--- config.mk ---
export PLATFORM = sky130hd
export DESIGN_NAME = health_monitor_top
export DESIGN_NICKNAME = d
export VERILOG_FILES = /design/src/logic/bus_pkg.sv /design/src/logic/monitor_pkg.sv /design/src/logic/sample_router.sv /design/src/logic/level_channel.sv /design/src/logic/violation_collector.sv /design/src/logic/wb_monitor_regs.sv /design/src/logic/health_monitor_top.sv
export SDC_FILE = /design/constraint.sdc
export NUM_CORES = 2
export LEC_CHECK = 0
export BUFFER_PORTS_ARGS = -buffer_cell sky130_fd_sc_hd__buf_2
export CAP_MARGIN = 15
export CORE_UTILIZATION = 41
export CTS_CLUSTER_DIAMETER = 60
export DETAILED_ROUTE_END_ITERATION = 10
export GPL_TIMING_DRIVEN = 0
export PLACE_DENSITY_LB_ADDON = 0.08
export SETUP_SLACK_MARGIN = 0.4
export SYNTH_ARGS = -nofsm -noshare
export SYNTH_HDL_FRONTEND = slang
export SYNTH_HIERARCHICAL = 1
export SYNTH_SLANG_ARGS = --single-unit
--- constraint.sdc ---
create_clock -name wb_clk_i -period 2.65 [get_ports wb_clk_i]
set_input_delay 0.795 -clock wb_clk_i [delete_from_list [all_inputs] [get_ports wb_clk_i]]
set_output_delay 0.795 -clock wb_clk_i [all_outputs]
set_load 0.05 [all_outputs]
--- src/logic/bus_pkg.sv ---
// register bus types shared by the slave, the top level and the testbench.
package bus_pkg;

  // plain bus vectors.
  typedef logic [15:0] wb_addr_t;
  typedef logic [15:0] wb_data_t;

  // signals driven by the bus master.
  // adr, we and dat are held until ack or err is seen.
  typedef struct packed {
    logic     cyc;
    logic     stb;
    logic     we;
    wb_addr_t adr;
    wb_data_t dat;
  } wb_req_t;

  // signals driven by the slave.
  // ack and err are single cycle pulses, dat is valid with ack.
  typedef struct packed {
    logic     ack;
    logic     err;
    wb_data_t dat;
  } wb_rsp_t;

endpackage

--- src/logic/monitor_pkg.sv ---
// ADC sample, threshold and channel status types plus the register map.
package monitor_pkg;

  typedef logic [11:0] adc_result_t;  // one conversion result.
  typedef logic [4:0]  adc_channel_t; // ADC channel number.

  // sample stream from the ADC controller, no back-pressure.
  typedef struct packed {
    logic         strb;
    adc_channel_t channel;
    adc_result_t  result;
  } adc_sample_t;

  // limits of one monitored channel.
  typedef struct packed {
    adc_result_t soft_lo;
    adc_result_t soft_hi;
    adc_result_t hard_lo;
    adc_result_t hard_hi;
  } thresh_set_t;

  // per channel compare result.
  typedef struct packed {
    logic valid;     // high in the cycle the flags are updated.
    logic in_range;
    logic soft_viol;
    logic hard_viol;
  } chan_status_t;

  // channel c, field f lives at THRESH_BASE + 4c + f
  localparam logic [15:0] THRESH_BASE     = 16'h0000;
  localparam logic [15:0] STATUS_IN_RANGE = 16'h0100;
  localparam logic [15:0] STATUS_SOFT     = 16'h0101; // write one to clear.
  localparam logic [15:0] STATUS_HARD     = 16'h0102; // write one to clear.
  localparam logic [15:0] IRQ_MASK        = 16'h0103;

  // reset values of the windows.
  localparam adc_result_t RESULT_MIN = 12'h000;
  localparam adc_result_t RESULT_MAX = 12'hFFF;

endpackage

--- src/logic/sample_router.sv ---
module sample_router #(
  parameter int NUM_CHANNELS = 8
) (
  input  logic                     wb_clk_i,
  input  logic                     rst_i,
  input  monitor_pkg::adc_sample_t sample_i,
  output logic [NUM_CHANNELS-1:0]  chan_strb_o,
  output monitor_pkg::adc_result_t result_o
);

  logic [NUM_CHANNELS-1:0] strb_dec;

  // channel numbers outside the monitored set decode to no strobe.
  always_comb begin
    strb_dec = '0;
    for (int c = 0; c < NUM_CHANNELS; c++) begin
      strb_dec[c] = sample_i.strb && (sample_i.channel == monitor_pkg::adc_channel_t'(c));
    end
  end

  always_ff @(posedge wb_clk_i) begin
    if (rst_i) begin
      chan_strb_o <= '0;
    end else begin
      chan_strb_o <= strb_dec;
    end
  end

  // shared result, only meaningful alongside a strobe.
  always_ff @(posedge wb_clk_i) begin
    if (sample_i.strb) begin
      result_o <= sample_i.result;
    end
  end

  // at most one channel sees each sample.
  a_strb_onehot: assert property (@(posedge wb_clk_i) disable iff (rst_i)
    $onehot0(chan_strb_o));

endmodule

--- src/logic/level_channel.sv ---
module level_channel (
  input  logic                      wb_clk_i,
  input  logic                      rst_i,
  input  logic                      strb_i,
  input  monitor_pkg::adc_result_t  result_i,
  input  monitor_pkg::thresh_set_t  thresh_i,
  output monitor_pkg::chan_status_t status_o
);

  logic valid_q;
  logic in_range_q;
  logic soft_viol_q;
  logic hard_viol_q;

  logic in_soft;
  logic out_hard;

  // window compares on the routed result.
  assign in_soft = (result_i >= thresh_i.soft_lo) && (result_i <= thresh_i.soft_hi);

  // below hard_lo or above hard_hi
  assign out_hard = (result_i < thresh_i.hard_lo) || (result_i > thresh_i.hard_hi);

  always_ff @(posedge wb_clk_i) begin
    if (rst_i) begin
      valid_q <= 1'b0;
    end else begin
      valid_q <= strb_i; // single cycle per sample.
    end
  end

  // flags hold their last value between samples.
  always_ff @(posedge wb_clk_i) begin
    if (strb_i) begin
      in_range_q  <= in_soft;
      soft_viol_q <= ~in_soft;
      hard_viol_q <= out_hard;
    end
  end

  assign status_o = '{
    valid:     valid_q,
    in_range:  in_range_q,
    soft_viol: soft_viol_q,
    hard_viol: hard_viol_q
  };

endmodule

--- src/logic/violation_collector.sv ---
module violation_collector #(
  parameter int NUM_CHANNELS = 8
) (
  input  logic                                        wb_clk_i,
  input  logic                                        rst_i,
  input  monitor_pkg::chan_status_t [NUM_CHANNELS-1:0] status_i,
  input  logic [15:0]                                 soft_clr_i,
  input  logic [15:0]                                 hard_clr_i,
  input  logic [15:0]                                 irq_mask_i,
  output logic [15:0]                                 in_range_o,
  output logic [15:0]                                 soft_sticky_o,
  output logic [15:0]                                 hard_sticky_o,
  output logic                                        irq_o,
  output logic                                        hard_viol_o
);

  // only the monitored channels start out in range.
  localparam logic [15:0] CHAN_MASK = 16'((32'd1 << NUM_CHANNELS) - 32'd1);

  logic [15:0] in_range_d;
  logic [15:0] soft_d;
  logic [15:0] hard_d;
  logic [15:0] hard_set;

  // clear first and then set, so a new violation wins over a clear.
  always_comb begin
    in_range_d = in_range_o;
    soft_d     = soft_sticky_o & ~soft_clr_i;
    hard_set   = '0;
    for (int c = 0; c < NUM_CHANNELS; c++) begin
      if (status_i[c].valid) begin
        in_range_d[c] = status_i[c].in_range;
        soft_d[c]     = soft_d[c] | status_i[c].soft_viol;
        hard_set[c]   = status_i[c].hard_viol;
      end
    end
    hard_d = (hard_sticky_o & ~hard_clr_i) | hard_set;
  end

  always_ff @(posedge wb_clk_i) begin
    if (rst_i) begin
      in_range_o    <= CHAN_MASK;
      soft_sticky_o <= '0;
      hard_sticky_o <= '0;
      irq_o         <= 1'b0;
      hard_viol_o   <= 1'b0;
    end else begin
      in_range_o    <= in_range_d;
      soft_sticky_o <= soft_d;
      hard_sticky_o <= hard_d;
      irq_o         <= |(soft_d & irq_mask_i); // moves with the sticky bits.
      hard_viol_o   <= |hard_d;
    end
  end

  // status registers are 16 bits wide.
  a_num_channels: assert property (@(posedge wb_clk_i)
    (NUM_CHANNELS >= 1) && (NUM_CHANNELS <= 16));

endmodule

--- src/logic/wb_monitor_regs.sv ---
module wb_monitor_regs #(
  parameter int NUM_CHANNELS = 8
) (
  input  logic                                       wb_clk_i,
  input  logic                                       rst_i,
  input  bus_pkg::wb_req_t                           wb_req_i,
  output bus_pkg::wb_rsp_t                           wb_rsp_o,
  output monitor_pkg::thresh_set_t [NUM_CHANNELS-1:0] thresh_o,
  output logic [15:0]                                soft_clr_o,
  output logic [15:0]                                hard_clr_o,
  output logic [15:0]                                irq_mask_o,
  input  logic [15:0]                                in_range_i,
  input  logic [15:0]                                soft_sticky_i,
  input  logic [15:0]                                hard_sticky_i
);

  localparam logic [15:0] THRESH_SPAN = 16'(4 * NUM_CHANNELS);

  logic              ack_q;
  logic              err_q;
  bus_pkg::wb_data_t rd_q;

  logic              req;
  logic              wr;
  logic [15:0]       thr_off;
  logic              thr_hit;
  logic [3:0]        thr_chan;
  logic [1:0]        thr_field;
  monitor_pkg::adc_result_t thr_word;
  logic              mapped;
  bus_pkg::wb_data_t rd_data;

  // a request is new until it has been answered.
  assign req = wb_req_i.cyc && wb_req_i.stb && !ack_q && !err_q;
  assign wr  = req && wb_req_i.we;

  // addresses below the base wrap and miss.
  assign thr_off   = wb_req_i.adr - monitor_pkg::THRESH_BASE;
  assign thr_hit   = thr_off < THRESH_SPAN;
  assign thr_chan  = thr_off[5:2];
  assign thr_field = thr_off[1:0];

  always_comb begin
    thr_word = '0;
    for (int c = 0; c < NUM_CHANNELS; c++) begin
      if (thr_chan == 4'(c)) begin
        case (thr_field)
          2'd0:    thr_word = thresh_o[c].soft_lo;
          2'd1:    thr_word = thresh_o[c].soft_hi;
          2'd2:    thr_word = thresh_o[c].hard_lo;
          default: thr_word = thresh_o[c].hard_hi;
        endcase
      end
    end
  end

  // address decode and read mux.
  always_comb begin
    mapped  = 1'b1;
    rd_data = '0;
    if (thr_hit) begin
      rd_data = {4'b0, thr_word};
    end else begin
      case (wb_req_i.adr)
        monitor_pkg::STATUS_IN_RANGE: rd_data = in_range_i;
        monitor_pkg::STATUS_SOFT:     rd_data = soft_sticky_i;
        monitor_pkg::STATUS_HARD:     rd_data = hard_sticky_i;
        monitor_pkg::IRQ_MASK:        rd_data = irq_mask_o;
        default:                      mapped  = 1'b0;
      endcase
    end
  end

  always_ff @(posedge wb_clk_i) begin
    if (rst_i) begin
      ack_q      <= 1'b0;
      err_q      <= 1'b0;
      soft_clr_o <= '0;
      hard_clr_o <= '0;
      irq_mask_o <= '0;
    end else begin
      ack_q      <= req && mapped;
      err_q      <= req && !mapped;
      soft_clr_o <= '0; // clear masks last one cycle.
      hard_clr_o <= '0;
      if (wr && wb_req_i.adr == monitor_pkg::STATUS_SOFT) begin
        soft_clr_o <= wb_req_i.dat;
      end
      if (wr && wb_req_i.adr == monitor_pkg::STATUS_HARD) begin
        hard_clr_o <= wb_req_i.dat;
      end
      if (wr && wb_req_i.adr == monitor_pkg::IRQ_MASK) begin
        irq_mask_o <= wb_req_i.dat;
      end
    end
  end

  // windows open fully out of reset.
  always_ff @(posedge wb_clk_i) begin
    for (int c = 0; c < NUM_CHANNELS; c++) begin
      if (rst_i) begin
        thresh_o[c].soft_lo <= monitor_pkg::RESULT_MIN;
        thresh_o[c].soft_hi <= monitor_pkg::RESULT_MAX;
        thresh_o[c].hard_lo <= monitor_pkg::RESULT_MIN;
        thresh_o[c].hard_hi <= monitor_pkg::RESULT_MAX;
      end else if (wr && thr_hit && thr_chan == 4'(c)) begin
        case (thr_field)
          2'd0:    thresh_o[c].soft_lo <= wb_req_i.dat[11:0];
          2'd1:    thresh_o[c].soft_hi <= wb_req_i.dat[11:0];
          2'd2:    thresh_o[c].hard_lo <= wb_req_i.dat[11:0];
          default: thresh_o[c].hard_hi <= wb_req_i.dat[11:0];
        endcase
      end
    end
  end

  always_ff @(posedge wb_clk_i) begin
    if (req) begin
      rd_q <= rd_data;
    end
  end

  assign wb_rsp_o = '{ack: ack_q, err: err_q, dat: rd_q};

  // every answer belongs to a request seen on the previous edge.
  a_rsp_req: assert property (@(posedge wb_clk_i) disable iff (rst_i)
    (ack_q || err_q) |-> $past(wb_req_i.cyc && wb_req_i.stb));

  a_rsp_excl: assert property (@(posedge wb_clk_i) disable iff (rst_i)
    !(ack_q && err_q));

endmodule

--- src/logic/health_monitor_top.sv ---
module health_monitor_top #(
  parameter int NUM_CHANNELS = 8
) (
  input  logic                     wb_clk_i,
  input  logic                     rst_i,
  input  bus_pkg::wb_req_t         wb_req_i,
  output bus_pkg::wb_rsp_t         wb_rsp_o,
  input  monitor_pkg::adc_sample_t adc_sample_i,
  output logic                     irq_o,
  output logic                     hard_viol_o
);

  logic [NUM_CHANNELS-1:0]                    chan_strb;
  monitor_pkg::adc_result_t                   chan_result;
  monitor_pkg::thresh_set_t [NUM_CHANNELS-1:0] chan_thresh;
  monitor_pkg::chan_status_t [NUM_CHANNELS-1:0] chan_status;

  logic [15:0] soft_clr;
  logic [15:0] hard_clr;
  logic [15:0] irq_mask;
  logic [15:0] in_range;
  logic [15:0] soft_sticky;
  logic [15:0] hard_sticky;

  sample_router #(
    .NUM_CHANNELS(NUM_CHANNELS)
  ) u_sample_router (
    .wb_clk_i(wb_clk_i), .rst_i(rst_i),
    .sample_i(adc_sample_i),
    .chan_strb_o(chan_strb), .result_o(chan_result)
  );

  // one comparator per monitored channel.
  for (genvar c = 0; c < NUM_CHANNELS; c++) begin : g_chan
    level_channel u_level_channel (
      .wb_clk_i(wb_clk_i), .rst_i(rst_i),
      .strb_i(chan_strb[c]), .result_i(chan_result),
      .thresh_i(chan_thresh[c]), .status_o(chan_status[c])
    );
  end

  violation_collector #(
    .NUM_CHANNELS(NUM_CHANNELS)
  ) u_violation_collector (
    .wb_clk_i(wb_clk_i), .rst_i(rst_i),
    .status_i(chan_status),
    .soft_clr_i(soft_clr), .hard_clr_i(hard_clr), .irq_mask_i(irq_mask),
    .in_range_o(in_range), .soft_sticky_o(soft_sticky), .hard_sticky_o(hard_sticky),
    .irq_o(irq_o), .hard_viol_o(hard_viol_o)
  );

  wb_monitor_regs #(
    .NUM_CHANNELS(NUM_CHANNELS)
  ) u_wb_monitor_regs (
    .wb_clk_i(wb_clk_i), .rst_i(rst_i),
    .wb_req_i(wb_req_i), .wb_rsp_o(wb_rsp_o),
    .thresh_o(chan_thresh),
    .soft_clr_o(soft_clr), .hard_clr_o(hard_clr), .irq_mask_o(irq_mask),
    .in_range_i(in_range), .soft_sticky_i(soft_sticky), .hard_sticky_i(hard_sticky)
  );

endmodule

==> metrics.txt <==
aggregate global-route resource usage 34.2%; clock sink count 544; final critical-path share of the clock period 91.3%; Clk pwr share 45.3%; DR WL/cell 29.0 µm; FMAX 0.413 GHz; flops & latches, synth 544; Initial Utilization 41.7%; hold path start adc_sample_i[4]; initial antenna violation count 5; R2R Path End g_chan[2].u_level_channel/hard_viol_q; worst r2r src u_sample_router/result_o[5]; Setup CP Type flop to flop; Slew Viols, Final 0; Setup crit end kind flop; Post-Synthesis Cells 3327; GRT overflow 0; core footprint 76500 µm²; WHS Path Cells 1; CP cell instances clkbuf_16 -> buf_16 -> buf_16 -> buf_4 -> ha_4 -> a21o_1 -> a21o_1 -> a21oi_2 -> o21ai_2 -> o32ai_4; RSZ-0062 raised after global routing yes; Total Nets Final 4087; Seq pwr share 39.8%; Fin Clk Skew 20.4 ps; reported net switching power 0.00582 W; Startpoint Class flop; Hold Crit Class input port to flop; sequential area share after synthesis 35.8%; PwrDens 509 nW/µm²; CTS tree yes; worst skew pair latency 630 ps; R2R depth 10; DRT antenna net count 0; asr flop ratio synth 0%; first-pass GRT wire length 192000 µm; Sw Share 27.7%; post-detail-place hpwl 103000 µm; Synthesis Warnings 6; total internal power 0.0152 W; Worst Tran Pin Value 1230 ps; critical path's slowest cell edfxtp_1; Vias/cell 6.01; htree depth 3; largest net degree at the start of global routing 18; fin crit period 2420 ps; DRT Pass-1 Iters 7; Max Root-Sink Buffers 3; share of layout cells above drive strength 1 28.6%; syn avg cell area 9.59 µm²; outcome finished clean; DR iter-0 viols 2773; CP required 3020 ps; Power Total 0.0210 W; Bufs and invs on worst path 4; worst-path maximum fanout 7; count of input and output buffers 71; Total Wirelength 138000 µm; post-synth cell types 74; Comb pwr share 14.9%; max_cap viols 0; EDFF count, synth 52; multi-input logic area 20200 µm²; R2R Setup Slk 230 ps; register area 11400 µm²; non-filler cells, final 4744; Row Count 101; most common cell after layout, fill and taps aside dfxtp_1; final setup fails 0; Hold EP u_sample_router/result_o[4]; VDD IR max 0.000403 V; DRC violations left 0; die span in y 281 µm; LEAKAGE 17.2 nW; via count 28508; die width 281 µm; Num CTS Buffers 68; most frequent cells in the layout dfxtp_1, inv_1, ha_1, a21oi_1, nor2_1; Die Area 78900 µm²; vias in the first global route 27212; clock root buffer clkbuf_16; num ports 75; Clock transition at path regs 60 ps; Slew headroom 18.0%; Routability Congestion 1.00; Final Hold Vio Count 0; mapped cell area 31900 µm²; Fill cells 6707; WP data arrival 2780 ps; Placed Instances 4475; most common flop cell mapped by yosys dfxtp_1; Area Overhead vs Synth 29.3%; Worst path top cell family by delay compound AO/OA/AOI/OAI gates; max incr delay on CP 430 ps
## kinds of logic after synthesis
group           synth area share, %
compound gates                 12.9
fa+ha+maj                      14.7
buf+inv                        8.08
flops                          35.8
mux                            13.3
other cells                  0.0118
simple gates                   15.1
## layer usage
layer / vias to the layer above / track usage [%] / part of all wire, %
li1: 12604 / - / -
met1: 14132 / 45.7 / 42
met2: 1432 / 52.7 / 44
met3: 334 / 6.82 / 9.1
met4: 6 / 15.8 / 5.2
met5: - / 0 / 0.029
## how the worst max path moves through the flow
stage / depth (start not counted) / startpoint / to
global route: 9 / u_sample_router/result_o[5] / g_chan[1].u_level_channel/hard_viol_q
global placement: 5 / u_sample_router/result_o[10] / g_chan[1].u_level_channel/hard_viol_q
CTS: 9 / u_sample_router/result_o[5] / g_chan[1].u_level_channel/hard_viol_q
finish: 10 / u_sample_router/result_o[5] / g_chan[2].u_level_channel/hard_viol_q
detailed placement: 6 / rst_i / u_wb_monitor_regs/thresh_o[187]
floorplan: 6 / wb_req_i[21] / u_wb_monitor_regs/irq_mask_o[10]
## metrics by stage
stage                     util, %  setup WS (ps)  area, µm²  hold WS, ps  setup TNS, ps
after global routing         53.9            214      41200          350              0
after global placement       45.3          -1730      34600          394        -489110
after detailed placement     46.6          -1310      35600          398        -435190
after CTS                    52.3            200      40000          335              0
final                        53.9            231      41200          356              0
after floorplan                 -           72.0      33000          388              0
## sequential cells by signal, summed over array words and instances, names as in the netlist
register                             count
u_wb_monitor_regs/thresh_o             384
u_sample_router/result_o                12
g_chan.u_level_channel/soft_viol_q       8
g_chan.u_level_channel/hard_viol_q       8
u_sample_router/chan_strb_o              8
u_violation_collector/hard_viol_o        1
u_wb_monitor_regs/irq_mask_o            16
g_chan.u_level_channel/valid_q           8
u_violation_collector/hard_sticky_o     16
u_wb_monitor_regs/err_q                  1
u_violation_collector/irq_o              1
u_wb_monitor_regs/hard_clr_o            16
u_wb_monitor_regs/soft_clr_o            16
u_violation_collector/in_range_o         8
g_chan.u_level_channel/in_range_q        8
u_wb_monitor_regs/ack_q                  1
u_wb_monitor_regs/rd_q                  16
u_violation_collector/soft_sticky_o     16
## power groups by stage
stage	Sequential (W)	Combinational, W	Clock (W)
floorplan	0.00866	0.00122	0
detailed placement	0.00861	0.00254	0
CTS	0.00836	0.00295	0.00960
global placement	0.00884	0.00200	0
finish	0.00836	0.00313	0.00950
global route	0.00836	0.00324	0.00995
## cell usage after synthesis (9+ instances only)
library cell	count	area, µm²
dfxtp_1	492	9850
ha_1	376	4700
inv_1	376	1410
a21oi_1	325	1630
nor2_1	259	972
mux2i_1	208	2080
nor3_1	207	1040
mux4_2	96	2160
clkbuf_1	93	349
a21o_1	75	563
a22oi_1	70	526
nand4_1	70	438
buf_2	66	330
nand2_1	62	233
buf_4	54	405
edfxtp_1	52	1560
nor2b_1	39	244
and2_1	35	219
nand2b_1	30	188
nor4_4	27	574
nand3_1	25	125
o211ai_1	21	158
o21ai_0	21	105
o21ai_1	21	105
a211oi_1	12	90.1
buf_1	12	45.0
o22ai_1	12	75.1
and3_1	11	68.8
a31oi_1	10	62.6
and4_1	10	87.6
a2111oi_2	9	135
nand3b_1	9	67.6
nor3_2	9	90.1
or2_2	9	56.3
## cell type report
| type | count | area share (%) |
|---|---|---|
| diodes | 4 | 0.0243 |
| plain buffers | 229 | 4.70 |
| clock buffers | 100 | 4.84 |
| clock inverters | 24 | 0.658 |
| inverters | 377 | 3.43 |
| multi-input cells | 2184 | 49.0 |
| flip-flops and latches | 544 | 27.7 |
| well taps | 1030 | 3.12 |
| repair buffers | 252 | 6.61 |
## repair_timing
item                                    in CTS  in global routing
buffers inserted                            83                 47
endpoints found under the setup margin     472                370
pin swaps                                   90                 76
gates resized for setup                    262                185
hold buffers                                 0                  0
cloned                                       1                  9
No activity file was read; power rests on OpenSTA's default activity.
